File: config.mk
export PLATFORM = sky130hd
export DESIGN_NAME = branchUnit
export DESIGN_NICKNAME = d
export VERILOG_FILES = /design/src/branchPkg.sv /design/src/branchPredict.sv /design/src/branchJudge.sv /design/src/pcCtrl.sv /design/src/branchUnit.sv
export SDC_FILE = /design/constraint.sdc
export NUM_CORES = 1
export LEC_CHECK = 0
export BUFFER_PORTS_ARGS = -buffer_cell sky130_fd_sc_hd__buf_4
export CORE_MARGIN = 1
export CORE_UTILIZATION = 46
export CTS_BUF_LIST = sky130_fd_sc_hd__clkbuf_2
export CTS_CLUSTER_SIZE = 20
export DETAILED_ROUTE_END_ITERATION = 10
export HOLD_SLACK_MARGIN = 0.1
export PLACE_DENSITY = 0.85
export SYNTH_ARGS = -nofsm -noshare
export SYNTH_HDL_FRONTEND = slang
export SYNTH_SLANG_ARGS = --single-unit
File: constraint.sdc
create_clock -name clk -period 3.55 [get_ports clk]
set_input_delay 0.355 -clock clk [delete_from_list [all_inputs] [get_ports clk]]
set_output_delay 0.355 -clock clk [all_outputs]
set_load 0.02 [all_outputs]
File: src/branchPkg.sv
`default_nettype none

package branchPkg;

    // instruction, pc and register value
    typedef logic [31:0] word_t;

    // branch condition handed from decode to execute
    typedef logic [2:0] cond_t;

    localparam cond_t CondEq  = 3'd0;   // rs == rt
    localparam cond_t CondNe  = 3'd1;   // rs != rt
    localparam cond_t CondLez = 3'd2;   // rs <= 0
    localparam cond_t CondGtz = 3'd3;   // rs > 0
    localparam cond_t CondLtz = 3'd4;   // rs < 0
    localparam cond_t CondGez = 3'd5;   // rs >= 0
    // codes 6 and 7 are unused and resolve as not taken

    // primary opcodes, instr[31:26]
    localparam logic [5:0] OpRegimm = 6'b000001;
    localparam logic [5:0] OpBeq    = 6'b000100;
    localparam logic [5:0] OpBne    = 6'b000101;
    localparam logic [5:0] OpBlez   = 6'b000110;
    localparam logic [5:0] OpBgtz   = 6'b000111;

    // regimm selects the branch through the rt field, instr[20:16]
    localparam logic [4:0] RtBltz = 5'b00000;
    localparam logic [4:0] RtBgez = 5'b00001;

endpackage

`default_nettype wire

File: src/branchPredict.sv
`default_nettype none

module branchPredict (
    input  logic             clk,
    input  logic             arstN_i,
    input  logic             stall_i,
    input  logic             validD_i,
    input  branchPkg::word_t instrD_i,
    input  branchPkg::word_t pcPlus4D_i,
    output logic             predRedirectD_o,
    output branchPkg::word_t predTargetD_o,
    output logic             branchE_o,
    output logic             predTakeE_o,
    output branchPkg::cond_t condE_o,
    output branchPkg::word_t targetE_o,
    output branchPkg::word_t fallThroughE_o
);
    import branchPkg::*;

    logic [5:0]  opcode;
    logic [4:0]  rtField;
    logic [15:0] imm;
    logic        isBranchD;
    cond_t       condD;
    word_t       offsetD;
    word_t       targetD;
    logic        predTakeD;

    assign opcode  = instrD_i[31:26];
    assign rtField = instrD_i[20:16];
    assign imm     = instrD_i[15:0];

    // branch decode and condition mapping
    always_comb begin
        isBranchD = 1'b1;
        condD     = CondEq;
        case (opcode)
            OpBeq:  condD = CondEq;
            OpBne:  condD = CondNe;
            OpBlez: condD = CondLez;
            OpBgtz: condD = CondGtz;
            OpRegimm: begin
                case (rtField)
                    RtBltz:  condD = CondLtz;
                    RtBgez:  condD = CondGez;
                    default: isBranchD = 1'b0;   // other regimm ops are not ours
                endcase
            end
            default: isBranchD = 1'b0;
        endcase
    end

    // sign extended word offset
    assign offsetD = {{14{imm[15]}}, imm, 2'b00};
    assign targetD = pcPlus4D_i + offsetD;

    // static rule: backward branches are taken
    assign predTakeD = isBranchD & imm[15];

    assign predRedirectD_o = validD_i & predTakeD;
    assign predTargetD_o   = targetD;

    // decode to execute register, control part
    always_ff @(posedge clk or negedge arstN_i) begin
        if (!arstN_i) begin
            branchE_o <= 1'b0;
        end else if (!stall_i) begin
            branchE_o <= validD_i & isBranchD;
        end
    end

    // payload, only meaningful while branchE_o is set
    always_ff @(posedge clk) begin
        if (!stall_i) begin
            predTakeE_o    <= predTakeD;
            condE_o        <= condD;
            targetE_o      <= targetD;
            fallThroughE_o <= pcPlus4D_i + 32'd4;   // skips the delay slot
        end
    end

endmodule

`default_nettype wire

File: src/branchJudge.sv
`default_nettype none

module branchJudge (
    input  branchPkg::cond_t condE_i,
    input  branchPkg::word_t rsValueE_i,
    input  branchPkg::word_t rtValueE_i,
    output logic             actualTakeE_o
);
    import branchPkg::*;

    logic rsNeg;     // rs < 0 as signed
    logic rsZero;
    logic rsEqRt;

    assign rsNeg  = rsValueE_i[31];
    assign rsZero = (rsValueE_i == '0);
    assign rsEqRt = (rsValueE_i == rtValueE_i);

    // values arrive already forwarded from the execute muxes
    always_comb begin
        case (condE_i)
            CondEq:  actualTakeE_o = rsEqRt;
            CondNe:  actualTakeE_o = !rsEqRt;
            CondLez: actualTakeE_o = rsNeg | rsZero;
            CondGtz: actualTakeE_o = !rsNeg & !rsZero;
            CondLtz: actualTakeE_o = rsNeg;
            CondGez: actualTakeE_o = !rsNeg;
            default: actualTakeE_o = 1'b0;   // undefined code, never taken
        endcase
    end

endmodule

`default_nettype wire

File: src/pcCtrl.sv
`default_nettype none

module pcCtrl #(
    parameter int CountWidth = 16
) (
    input  logic                  clk,
    input  logic                  arstN_i,
    input  logic                  stall_i,
    input  logic                  branchE_i,
    input  logic                  predTakeE_i,
    input  logic                  actualTakeE_i,
    input  branchPkg::word_t      targetE_i,
    input  branchPkg::word_t      fallThroughE_i,
    input  logic                  predRedirectD_i,
    input  branchPkg::word_t      predTargetD_i,
    output logic                  redirect_o,
    output branchPkg::word_t      redirectPc_o,
    output logic                  flush_o,
    output logic [CountWidth-1:0] mispredictCount_o
);

    localparam logic [CountWidth-1:0] CountMax = {CountWidth{1'b1}};

    logic mispredictE;
    logic countEn;

    // prediction disagrees with the resolved outcome
    assign mispredictE = branchE_i & (predTakeE_i ^ actualTakeE_i);

    // execute correction outranks the decode prediction
    always_comb begin
        if (mispredictE) begin
            if (actualTakeE_i) begin
                redirectPc_o = targetE_i;        // predicted not taken, was taken
            end else begin
                redirectPc_o = fallThroughE_i;   // back to pc+8, delay slot kept
            end
        end else if (predRedirectD_i) begin
            redirectPc_o = predTargetD_i;
        end else begin
            redirectPc_o = '0;                   // idle, no redirect
        end
    end

    assign redirect_o = mispredictE | predRedirectD_i;

    // drops the wrong-path fetch behind the delay slot
    assign flush_o = mispredictE;

    /* A stalled branch keeps mispredictE high for several cycles, but the
       counter only moves on the edge where the branch leaves execute. */
    assign countEn = mispredictE & !stall_i & (mispredictCount_o != CountMax);

    always_ff @(posedge clk or negedge arstN_i) begin
        if (!arstN_i) begin
            mispredictCount_o <= '0;
        end else if (countEn) begin
            mispredictCount_o <= mispredictCount_o + 1'b1;   // saturates at max
        end
    end

endmodule

`default_nettype wire

File: src/branchUnit.sv
`default_nettype none

module branchUnit #(
    parameter int CountWidth = 16
) (
    input  logic                  clk,
    input  logic                  arstN_i,
    input  logic                  stall_i,
    input  logic                  validD_i,
    input  branchPkg::word_t      instrD_i,
    input  branchPkg::word_t      pcPlus4D_i,
    input  branchPkg::word_t      rsValueE_i,
    input  branchPkg::word_t      rtValueE_i,
    output logic                  redirect_o,
    output branchPkg::word_t      redirectPc_o,
    output logic                  flush_o,
    output logic [CountWidth-1:0] mispredictCount_o
);
    import branchPkg::*;

    // decode side
    logic  predRedirectD;
    word_t predTargetD;

    // execute side
    logic  branchE;
    logic  predTakeE;
    logic  actualTakeE;
    cond_t condE;
    word_t targetE;
    word_t fallThroughE;

    branchPredict branchPredict0 (
        .clk             (clk),
        .arstN_i         (arstN_i),
        .stall_i         (stall_i),
        .validD_i        (validD_i),
        .instrD_i        (instrD_i),
        .pcPlus4D_i      (pcPlus4D_i),
        .predRedirectD_o (predRedirectD),
        .predTargetD_o   (predTargetD),
        .branchE_o       (branchE),
        .predTakeE_o     (predTakeE),
        .condE_o         (condE),
        .targetE_o       (targetE),
        .fallThroughE_o  (fallThroughE)
    );

    branchJudge branchJudge0 (
        .condE_i       (condE),
        .rsValueE_i    (rsValueE_i),
        .rtValueE_i    (rtValueE_i),
        .actualTakeE_o (actualTakeE)
    );

    pcCtrl #(
        .CountWidth (CountWidth)
    ) pcCtrl0 (
        .clk               (clk),
        .arstN_i           (arstN_i),
        .stall_i           (stall_i),
        .branchE_i         (branchE),
        .predTakeE_i       (predTakeE),
        .actualTakeE_i     (actualTakeE),
        .targetE_i         (targetE),
        .fallThroughE_i    (fallThroughE),
        .predRedirectD_i   (predRedirectD),
        .predTargetD_i     (predTargetD),
        .redirect_o        (redirect_o),
        .redirectPc_o      (redirectPc_o),
        .flush_o           (flush_o),
        .mispredictCount_o (mispredictCount_o)
    );

endmodule

`default_nettype wire

* After elaboration in Yosys (flattened, before gate mapping) *
Cells that the tools add are included.

storage, ports and cells
  bits in latches = 0
  RAM bits = 0
  input port bits = 132
  output and inout bits = 50
  register bits = 85
  memories = 0
  memory bits (read-only) = 0

cells by class
  multipliers = 0
  shifts and indexed selects = 0
  bitwise logic cells = 10
  eq/ne operators = 13
  muxes and demuxes = 8
  reduce and logical (&&, ||, !) cells = 9
  $lt $le $gt $ge = 0
  add/subtract/negate cells = 3
  divide/modulo/power cells = 0

operator list
  cell                   count
  $mux 32                3
  $add 32x3->32 const B  1
  $add 32x32->32         1
  $eq 32x32->1           1
  $logic_not 32->1       1
  $eq 6x3->1 const B     4
  $add 16x1->16 const B  1
  $ne 16x16->1 const B   1
  $pmux 3 s4             1
  $and 1x1->1            7
  $eq 3x2->1 const B     2
  $eq 3x3->1 const B     2
  $eq 6x1->1 const B     1
  $pmux 1 s6             1
  $pmux 3 s2             1
  $eq 5x1->1 const B     1
  $logic_not 5->1        1
  $logic_not 1->1        4
  $reduce_or 4->1        1
  $eq 3x1->1 const B     1
  $logic_not 3->1        1
  $or 1x1->1             2
  $pmux 1 s2             1
  $reduce_or 2->1        1
  2 further kinds        2

* Depth between registers and ports, before layout *
Gate-level depths: netlist (run 1).

  word-level depth = 8
  depth in mapped cells = 12
  mapped depth without buffers = 12

* Hierarchy *
A second synthesis (run 1) with hierarchy kept.

unflattened totals
  cell total of the unflattened synthesis = 637
  area total of the unflattened synthesis = 6251.0 sq um

modules (own cells, without submodules)
  module         area an instance (sq um)  instances  cells each
  branchPredict  4124.0                    1          376
  pcCtrl         1596.5                    1          194
  branchJudge    530.5                     1          67

* Worst setup path after synthesis (run 1) *
Ideal clock, no wire load.

  kind = input-to-reg
  start point = input port stall_i
  end point = register pcCtrl0.mispredictCount_o[7]
  stages = 5
  data arrival time = 2905 ps
  path slack = 515 ps
  cells stage by stage = inv_1 > nand2_1 > nor2_1 > nand4_1 > xnor2_1

between the ends
  longest elaborated chain between the ends = 3

ends and longest elaborated chain
  item                      RTL line         text
  start, declared           branchUnit.sv:8  input logic stall_i,
  $logic_not 1->1           pcCtrl.sv:52     assign countEn = mispredictE & !stall_i & (mispredictCount_o != CountMax);
  $and 1x1->1 (2 in a row)  pcCtrl.sv:52
  end signal, assigned      pcCtrl.sv:58     mispredictCount_o <= mispredictCount_o + 1'b1;
  end, declared             pcCtrl.sv:19     output logic [CountWidth-1:0] mispredictCount_o

No other way between the ends.
A chain may end at the register's enable or synchronous reset.

* Worst setup path after layout (run 1) *
  start point = input port pcPlus4D_i[19]
  end point = output port redirectPc_o[30]

between the ends
  longest elaborated chain between the ends = 3

ends and longest elaborated chain
  item                                  RTL line             text
  start, declared                       branchUnit.sv:11     input branchPkg::word_t pcPlus4D_i,
  $add 32x32->32                        branchPredict.sv:55  assign targetD = pcPlus4D_i + offsetD;
  via branchPredict0.predTargetD_o[30]  branchPredict.sv:11  output branchPkg::word_t predTargetD_o,
  $mux 32                               pcCtrl.sv:38         end else if (predRedirectD_i) begin
  $mux 32                               pcCtrl.sv:32         if (mispredictE) begin
  end, declared                         branchUnit.sv:15     output branchPkg::word_t redirectPc_o,

The timed path passes the listed nets, and every way through them passes these cells.

==> flow_summary.json, run 1 <==
{
  "rsz0062_at_grt": "yes",
  "max_slew_margin_pct": 39.5,
  "syn2layout_area_growth_pct": 33.3,
  "clk_pin_slew_worst_paths_ns": 0.22,
  "yosysTopAreaCell": "edfxtp_1",
  "drc": 0,
  "finalNetCount": 961,
  "dp_slack_ns": 0.0478,
  "die_area_um2": 13500,
  "max_stage_delay_ns": 0.53,
  "leakage_nw": 3.43,
  "synth_cells": 589,
  "gp_congestion": 0.888,
  "seq_area_frac_synth_pct": 40.2,
  "synth_nets": 753,
  "hold_class": "in2reg",
  "wl_per_cell_um": 16.7,
  "setup.worst_path.class": "in2out",
  "grt_antenna_before_repair": 1,
  "status": "finished, final reports clean",
  "fmax_mhz": 291,
  "synth-seq-cells": 83,
  "synth_top_area_share_pct": 33.1,
  "core-area_um2": 12700,
  "ys_types": 57,
  "clock_skew_ns": 0.0231,
  "fin_cells": 975,
  "p_per_area_nw_per_um2": 306,
  "ant_nets": 0,
  "synth-edff-count": 66,
  "grt_pass1_wl_um": 25200,
  "synth_area_um2": 5990,
  "drive_gt1_share_pct": 27.4,
  "cts_tree": "yes",
  "multi_input_area_um2": 3470,
  "rows": 41,
  "synth_commonest_cells": "xnor2_1 (75), edfxtp_1 (66), nand2_1 (38), nand3_1 (35)",
  "first_pass_iters": 4,
  "holdWs_ns": 0.141,
  "synth_top_flop_cell": "edfxtp_1",
  "drt_iter0_drc": 245,
  "critPathArrivalTime_ns": 3.08,
  "crit_path_max_fanout": 4,
  "endpoint_kind": "primary output",
  "regArea_um2": 2410,
  "grtUsageTotal_pct": 24.5,
  "yosysMostFrequentCell": "xnor2_1",
  "max_slew.worst_pin.slew_ns": 0.908,
  "wl_um": 16300,
  "vias_per_cell": 5.54,
  "final_max_slew_viol_count": 0,
  "htree_levels": 3,
  "fp.dieH_um": 116,
  "finalSetupViolCount": 0,
  "startpoint_type": "input pin",
  "critPathTopFamily": "compound AO/OA/AOI/OAI gates",
  "async_flop_share_pct": 20.5,
  "cp_num_buf_inv": 3,
  "fp.dieW_um": 116,
  "vias": 5399,
  "yosysWarningCount": 0,
  "cts-root-buf": "clkbuf_2",
  "dp_cells": 928,
  "initial_utilization_pct": 47.3,
  "p_total_mw": 2.44,
  "clkLatencyLatePin_ns": 0.54,
  "post_cts_buffers": 0,
  "finalCritPeriodShare_pct": 96.9,
  "hpwl_um": 11900,
  "synth_area_leaders": "edfxtp_1 (33%), xnor2_1 (11%), dfrtp_1 (7.1%), ha_1 (6.5%), mux2i_1 (5.2%)",
  "maxCapViolCount": 0,
  "setup_slack_ns": 0.111,
  "finalCriticalPeriod_ns": 3.44,
  "hold_viol": 0,
  "avgSynthCellArea_um2": 10.2,
  "cp.required_ns": 3.19,
  "cp_slowest_cell": "dlygate4sd3_1",
  "grt_overflow": 0,
  "cts.sinks": 83,
  "clk_path_buf_depth": 2,
  "boundaryPins": 182,
  "ir_drop_uv": 162,
  "fillers": 1033,
  "crit_chain": "dlygate4sd3_1, buf_4, ha_1, o41ai_1, o21a_1, o31ai_4, or2_1, a41oi_1, xnor2_1, o2bb2ai_1, buf_4",
  "crit_top_cell": "buf_4",
  "grt_pass1_vias": 5143,
  "setup_tns_ns": 0,
  "grt_max_degree": 67,
  "cts_inserted_buffers": 9,
  "port_buffers": 176
}
metrics by stage:
| stage | utilization [%] | instance area [um^2] |
|---|---|---|
| floorplan | - | 5990 |
| global route | 63.0 | 7980 |
| global placement | 59.5 | 7530 |
| detailed placement | 59.5 | 7530 |
| finish | 63.0 | 7980 |
| CTS | 62.4 | 7910 |
registers in the layout, indices dropped and copies added (netlist names):
name                           count
branchPredict0.predTakeE_o         1
branchPredict0.fallThroughE_o     32
pcCtrl0.mispredictCount_o         16
branchPredict0.condE_o             3
branchPredict0.branchE_o           1
branchPredict0.targetE_o          30
path summary, 6_finish.rpt:
| check | startpoint | to | slack (ns) | cells past startpoint |
|---|---|---|---|---|
| setup / recovery | pcPlus4D_i[19] | redirectPc_o[30] | 0.11 | 11 |
| setup reg to reg | branchPredict0.condE_o[2] | pcCtrl0.mispredictCount_o[12] | 1.01 | 7 |
| hold / removal | pcPlus4D_i[25] | branchPredict0.fallThroughE_o[25] | 0.14 | 2 |
| min in group asynchronous | arstN_i | pcCtrl0.mispredictCount_o[10] | 0.19 | 2 |
| max in group asynchronous | arstN_i | branchPredict0.branchE_o | 3.14 | 2 |
| hold reg to reg | pcCtrl0.mispredictCount_o[8] | pcCtrl0.mispredictCount_o[8] | 0.50 | 1 |
cells in the final DEF, fill, tap and decap left out, types with 3 or more instances in the layout:
cell type,n
ha_1,30
a31oi_1,3
buf_4,185
nor4_1,11
a31o_1,6
and4_1,3
inv_1,13
o211ai_1,3
xor2_1,24
nand2_1,38
nor4_2,4
mux2i_1,31
nand4_1,27
dlygate4sd3_1,30
o21ai_0,6
o21ai_1,25
a21o_1,14
o21bai_1,3
nor2_1,26
a21oi_1,22
a211oi_1,3
nand3_1,35
o21a_1,7
and2_1,3
and3_1,13
nor3_1,8
o2bb2ai_1,5
edfxtp_1,66
nor2b_1,8
dfrtp_1,17
clkbuf_2,11
xnor2_1,75
nand2b_1,5
metal layers:
| layer | vias to the layer above | routed length, um | track usage (%) | share of wire, % |
|---|---|---|---|---|
| met2 | 201 | 8230 | 43.6 | 50 |
| met4 | 0 | 487 | 11.6 | 3.0 |
| met5 | - | 0 | 0 | 0 |
| met1 | 2538 | 6650 | 28.6 | 41 |
| met3 | 35 | 962 | 4.26 | 5.9 |
| li1 | 2625 | - | - | - |
power by group:
part	total (mW)	internal [mW]	switching, mW
combinational	0.733	0.357	0.376
clock	0.503	0.168	0.336
sequential	1.20	1.17	0.0326
worst register-to-register path: cells and delay by family, from the launching register on:
| kind | cells | cell delay [ns] |
|---|---|---|
| AND/OR/NAND/NOR | 2 | 0.74 |
| buffers and inverters | 1 | 0.18 |
| AO/OA/AOI/OAI | 2 | 0.35 |
| multiplexers | 2 | 0.71 |
| flip-flops | 1 | 0.49 |
logic make-up after synthesis:
logic type / Yosys count / synth area share, %
AOI/OAI and AO/OA: 116 / 13.0
xor gates and xnor gates: 99 / 14.5
adders and majority gates: 32 / 6.81
buffers and inverters: 35 / 2.61
DFF: 83 / 40.2
muxes: 34 / 5.81
and+or+nand+nor: 190 / 17.1
cell type report:
type	instances	area share, %
clock inverters	5	0.658
well taps	172	2.70
diodes	1	0.0313
multi-input cells	471	43.4
inverters	15	0.705
clock buffers	11	0.690
flip-flops and latches	83	30.2
repair buffers	217	21.7
what timing repair did:
item / 4_1_cts / 5_1_grt
endpoints found under the hold margin: 41 / 3
hold buffers: 27 / 3
gates resized for setup: 0 / 7
endpoints found under the setup margin: 0 / 11
(Power assumes the default switching activity.)
==> run 2: changes to the inputs <==
--- a/config.mk
+++ b/config.mk
@@ -12,7 +12,8 @@
 export CTS_CLUSTER_SIZE = 20
 export DETAILED_ROUTE_END_ITERATION = 10
 export HOLD_SLACK_MARGIN = 0.1
-export PLACE_DENSITY = 0.85
+export PLACE_DENSITY = 0.88
+export SETUP_SLACK_MARGIN = 0.02
 export SYNTH_ARGS = -nofsm -noshare
 export SYNTH_HDL_FRONTEND = slang
 export SYNTH_SLANG_ARGS = --single-unit
==> constraint.sdc (replaced) <==
create_clock -name clk -period 3.14 [get_ports clk]
set_input_delay 0.314 -clock clk [delete_from_list [all_inputs] [get_ports clk]]
set_output_delay 0.314 -clock clk [all_outputs]
set_load 0.02 [all_outputs]
==> flow_summary.json, run 2 (same netlist as run 1, synthesis figures left out) <==
{
  "status": "finished with violations",
  "failed_checks": "setup timing",
  "gp_congestion": 0.900,
  "maxCapViolCount": 0,
  "max_slew.worst_pin.slew_ns": 0.893,
  "grt.busiest_layer": "met2",
  "finalSetupViolCount": 3,
  "drc": 0,
  "finalCriticalPeriod_ns": 3.20,
  "fp.dieH_um": 116,
  "setup_slack_ns": -0.0572,
  "cts-root-buf": "clkbuf_2",
  "vias_per_cell": 5.64,
  "final_max_slew_viol_count": 0,
  "ir_drop_uv": 204,
  "syn2layout_area_growth_pct": 50.9,
  "combPwrFrac_pct": 32.8,
  "reg_top3": "branchPredict0.fallThroughE_o: 32 flops, branchPredict0.targetE_o: 30 flops, pcCtrl0.mispredictCount_o: 16 flops",
  "cts.sinks": 83,
  "largest-register": "branchPredict0.fallThroughE_o",
  "die_area_um2": 13500,
  "grtUsageMet3_pct": 2.75,
  "first_pass_iters": 5,
  "fmax_mhz": 313,
  "hold_class": "in2reg",
  "max_slew_margin_pct": 40.4,
  "finalNetCount": 1026,
  "grt_pass1_vias": 5561,
  "switching_share_pct": 29.7,
  "port_buffers": 176,
  "regToRegStartpoint": "branchPredict0.condE_o[1]",
  "setup.worst_path.class": "in2out",
  "grt_antenna_before_repair": 1,
  "leakage_nw": 3.93,
  "setup_tns_ns": -0.129,
  "layout_commonest_cell": "buf_4",
  "dpl-instance-area_um2": 7870,
  "largest_reg_flops": 32,
  "holdCritStartpoint": "pcPlus4D_i[30]",
  "grtUsageTotal_pct": 25.8,
  "startpoint_type": "input pin",
  "rsz0062_at_grt": "yes",
  "clkLatencyLatePin_ns": 0.59,
  "clk_pin_slew_worst_paths_ns": 0.24,
  "wl_per_cell_um": 18.0,
  "p_per_area_nw_per_um2": 346,
  "switchingPower_mw": 0.929,
  "endpoint_kind": "primary output",
  "p_total_mw": 3.13,
  "final_cell_mix": "buf_4 (225), xnor2_1 (67), edfxtp_1 (66)",
  "initial_utilization_pct": 47.3,
  "hpwl_um": 12400,
  "core-area_um2": 12700,
  "critPathArrivalTime_ns": 2.88,
  "cp-startpoint": "pcPlus4D_i[2]",
  "clk_path_buf_depth": 2,
  "grt_pass1_wl_um": 26400,
  "use_met2_pct": 49.7,
  "regArea_um2": 2410,
  "drive_gt1_share_pct": 37.3,
  "p_int_mw": 2.20,
  "cp.required_ns": 2.83,
  "vias": 5861,
  "wl_um": 18700,
  "ant_nets": 0,
  "postLayoutCoreUtil_pct": 71.3,
  "grt_util_met1_pct": 28.0,
  "hold_viol": 0,
  "boundaryPins": 182,
  "crit_path_max_fanout": 2,
  "grt_overflow": 0,
  "clock_skew_ns": 0.0323,
  "clockPowerShare_pct": 23.6,
  "drt_iter0_drc": 362,
  "htree_levels": 3,
  "multi_input_area_um2": 3800,
  "cts_tree": "yes",
  "finalCritPeriodShare_pct": 102,
  "grt_max_degree": 67,
  "rows": 41,
  "final_area_um2": 9040,
  "cts_inserted_buffers": 9,
  "seq_power_share_pct": 43.6,
  "fillers": 851,
  "fp.dieW_um": 116
}
==> run 2: power groups by stage <==
stage                     logic, mW  clock network, mW  registers (mW)
after floorplan               0.461                  0            1.39
after global placement        0.823                  0            1.38
after detailed placement      0.843                  0            1.39
after CTS                     0.929              0.739            1.36
after global routing           1.10              0.795            1.38
final                          1.03              0.738            1.36
==> run 2: worst paths after layout <==
path	endpoint	slack, ns	cells after the start
max	redirectPc_o[24]	-0.06	15
min	branchPredict0.fallThroughE_o[30]	0.13	3
max reg2reg	pcCtrl0.mispredictCount_o[12]	0.71	8
min reg2reg	pcCtrl0.mispredictCount_o[8]	0.51	1
max in group asynchronous	pcCtrl0.mispredictCount_o[4]	1.42	4
min in group asynchronous	branchPredict0.branchE_o	0.61	3
==> run 2: layout make-up <==
cell class	count	share of cell area, %
multi-input combinational	472	42.1
sequential	83	26.6
timing repair buffer	281	26.5
tap	172	2.38
clock inverter	7	1.25
inverter	15	0.623
clock buffer	9	0.498
antenna	1	0.0277
==> run 2: critical path: stages <==
cell and delay (ns):
buf_8 0.08, ha_4 0.13, inv_2 0.04, fa_2 0.33, nand2b_4 0.15, a21o_1 0.19, a211o_1 0.29, a21o_1 0.20
buf_6 0.13, o21ai_4 0.13, a31o_1 0.23, a31oi_1 0.11, xnor2_1 0.21, a31o_1 0.22, buf_6 0.13
==> run 2: metal layers <==
| metal | share of wire [%] | vias to the layer above |
|---|---|---|
| met2 | 53 | 225 |
| li1 | - | 2761 |
| met4 | 3.2 | 0 |
| met5 | 0 | - |
| met1 | 38 | 2827 |
| met3 | 5.1 | 48 |
==> run 2: through the flow <==
stage / hold WS [ns] / cells / setup slack [ns]
2_1_floorplan: 0.0184 / 589 / 0.146
3_3_place_gp: 0.184 / 969 / -0.155
3_5_place_dp: 0.186 / 969 / -0.209
4_1_cts: 0.101 / 1029 / -0.112
5_1_grt: 0.111 / 1040 / -0.212
6_report: 0.126 / 1040 / -0.0572
==> run 2: what timing repair did <==
item / in CTS / in global routing
pin swaps: 26 / 26
hold endpoints to repair: 47 / 1
resized for setup: 33 / 50
hold buffers: 35 / 1
setup buffers: 8 / 8
gates cloned: 2 / 3
setup endpoints to repair: 27 / 34
==> run 3: changes to the inputs <==
--- a/config.mk
+++ b/config.mk
@@ -7,13 +7,12 @@
 export LEC_CHECK = 0
 export BUFFER_PORTS_ARGS = -buffer_cell sky130_fd_sc_hd__buf_4
 export CORE_MARGIN = 1
-export CORE_UTILIZATION = 46
+export CORE_UTILIZATION = 49
 export CTS_BUF_LIST = sky130_fd_sc_hd__clkbuf_2
 export CTS_CLUSTER_SIZE = 20
 export DETAILED_ROUTE_END_ITERATION = 10
 export HOLD_SLACK_MARGIN = 0.1
-export PLACE_DENSITY = 0.88
-export SETUP_SLACK_MARGIN = 0.02
+export PLACE_DENSITY = 0.92
 export SYNTH_ARGS = -nofsm -noshare
 export SYNTH_HDL_FRONTEND = slang
 export SYNTH_SLANG_ARGS = --single-unit
==> flow_summary.json, run 3 (same netlist as run 1, synthesis figures left out) <==
{
  "hold_class": "in2reg",
  "finalSetupViolCount": 10,
  "rsz0062_at_grt": "yes",
  "largest_reg_flops": 32,
  "crit_path_max_fanout": 3,
  "p_total_mw": 3.14,
  "finalNetCount": 1033,
  "cts_inserted_buffers": 9,
  "max_slew_margin_pct": 43.6,
  "htree_levels": 3,
  "reg_top3": "branchPredict0.fallThroughE_o: 32 flops, branchPredict0.targetE_o: 30 flops, pcCtrl0.mispredictCount_o: 16 flops",
  "port_buffers": 176,
  "wl_um": 19500,
  "clk_path_buf_depth": 2,
  "crit_cells": 15,
  "clk_pin_slew_worst_paths_ns": 0.26,
  "endpoint_kind": "primary output",
  "vias_per_cell": 5.83,
  "ant_nets": 0,
  "critPathArrivalTime_ns": 3.04,
  "rr_endpoint": "pcCtrl0.mispredictCount_o[12]",
  "holdWs_ns": 0.116,
  "cp_num_buf_inv": 4,
  "cts_tree": "yes",
  "crit_chain": "buf_6, ha_4, inv_2, fa_2, nand2b_4, a21o_1, a211o_1, a21o_1, buf_4, o21ai_2, a31o_1, a31oi_1, xnor2_1, a31o_1, buf_6",
  "p_per_area_nw_per_um2": 352,
  "first_pass_iters": 5,
  "finalCritPeriodShare_pct": 107,
  "hold_viol": 0,
  "max_slew.worst_pin.slew_ns": 0.846,
  "cts-root-buf": "clkbuf_2",
  "grt_pass1_wl_um": 27400,
  "gp_congestion": 0.911,
  "largest-register": "branchPredict0.fallThroughE_o",
  "maxCapViolCount": 0,
  "status": "finished with violations",
  "dpl-instance-area_um2": 7880,
  "holdCritStartpoint": "pcPlus4D_i[21]",
  "r2r_setup_slack_ns": 0.72,
  "final_area_um2": 8910,
  "wl_per_cell_um": 19.0,
  "startpoint_type": "input pin",
  "ir_drop_uv": 217,
  "drt_iter0_drc": 385,
  "boundaryPins": 182,
  "hold_depth": 3,
  "ff2ff_path_depth": 7,
  "fmax_mhz": 298,
  "cp.required_ns": 2.83,
  "setup.worst_path.class": "in2out",
  "hold_end": "branchPredict0.fallThroughE_o[23]",
  "grt_max_degree": 67,
  "setup_slack_ns": -0.214,
  "drive_gt1_share_pct": 37.3,
  "leakage_nw": 3.92,
  "initial_utilization_pct": 50.1,
  "critPathTopFamily": "compound AO/OA/AOI/OAI gates",
  "cp_slowest_cell": "fa_2",
  "final_max_slew_viol_count": 0,
  "grtUsageTotal_pct": 27.7,
  "rows": 40,
  "syn2layout_area_growth_pct": 48.8,
  "hpwl_um": 12800,
  "die_area_um2": 12700,
  "drc": 0,
  "grt_overflow": 0,
  "max_stage_delay_ns": 0.34,
  "grt_antenna_before_repair": 1,
  "finalCriticalPeriod_ns": 3.35,
  "layout_commonest_cell": "buf_4",
  "fp.dieH_um": 113,
  "regToRegStartpoint": "branchPredict0.condE_o[2]",
  "vias": 5958,
  "grt_pass1_vias": 5792,
  "clkLatencyLatePin_ns": 0.56,
  "core-area_um2": 12000,
  "cts.sinks": 83,
  "final_cell_mix": "buf_4 (238), xnor2_1 (73), edfxtp_1 (66)",
  "fp.dieW_um": 113,
  "failed_checks": "setup timing",
  "clock_skew_ns": 0.0153
}
-- run 3: power by group --
group	internal [mW]	switching (mW)	leakage (nW)	total (mW)
sequential	1.33	0.0441	0.881	1.37
combinational	0.537	0.508	2.94	1.04
clock	0.336	0.385	0.0964	0.721
-- run 3: worst max-delay path by stage --
stage                             start                      endpoint  slack, ns
after detailed placement  pcPlus4D_i[2]              redirectPc_o[30]      -0.24
after CTS                   instrD_i[0]              redirectPc_o[28]      -0.10
after floorplan                 stall_i  pcCtrl0.mispredictCount_o[7]       0.15
final                       instrD_i[0]              redirectPc_o[24]      -0.21
after global routing        instrD_i[0]              redirectPc_o[24]      -0.29
after global placement    pcPlus4D_i[2]              redirectPc_o[28]      -0.17
-- run 3: cell type report --
class                   count  area [um^2]
flip-flops and latches     83         2410
diodes                      1         2.50
clock buffers               9         45.0
multi-input cells         472         3720
clock inverters             7          106
fillers                   766         3050
repair buffers            288         2390
inverters                  15         56.3
well taps                 147          184
-- run 3: routing by layer --
metal	vias to the layer above	wire [um]	track usage (%)
li1	2766	-	-
met3	71	1320	5.29
met5	-	0	0
met1	2816	7180	28.8
met2	305	10100	52.6
met4	0	822	14.0
-- run 3: timing repair --
action | in CTS | in global routing
buffers inserted | 6 | 12
hold buffers | 27 | 3
endpoints found under the hold margin | 42 | 15
gates cloned | 0 | 6
setup endpoints to repair | 11 | 32
pin swaps | 14 | 26
gates resized for setup | 21 | 42
-- run 3: per-stage QoR --
step	utilization, %	instances	worst slack (ns)	TNS (ns)
6_report	74.5	1022	-0.214	-0.778
5_1_grt	74.5	1022	-0.288	-2.98
4_1_cts	70.6	1000	-0.103	-0.431
3_5_place_dp	65.8	951	-0.238	-1.14
3_3_place_gp	65.8	951	-0.171	-0.726
2_1_floorplan	-	589	0.146	0
-- run 3: worst reg2reg max path: cells and delay by family (launching register included) --
family | cells | cell delay, ns
muxes | 2 | 0.70
and+or+nand+nor | 2 | 0.65
DFF | 1 | 0.47
AOI/OAI and AO/OA | 2 | 0.35
buffers and inverters | 1 | 0.18
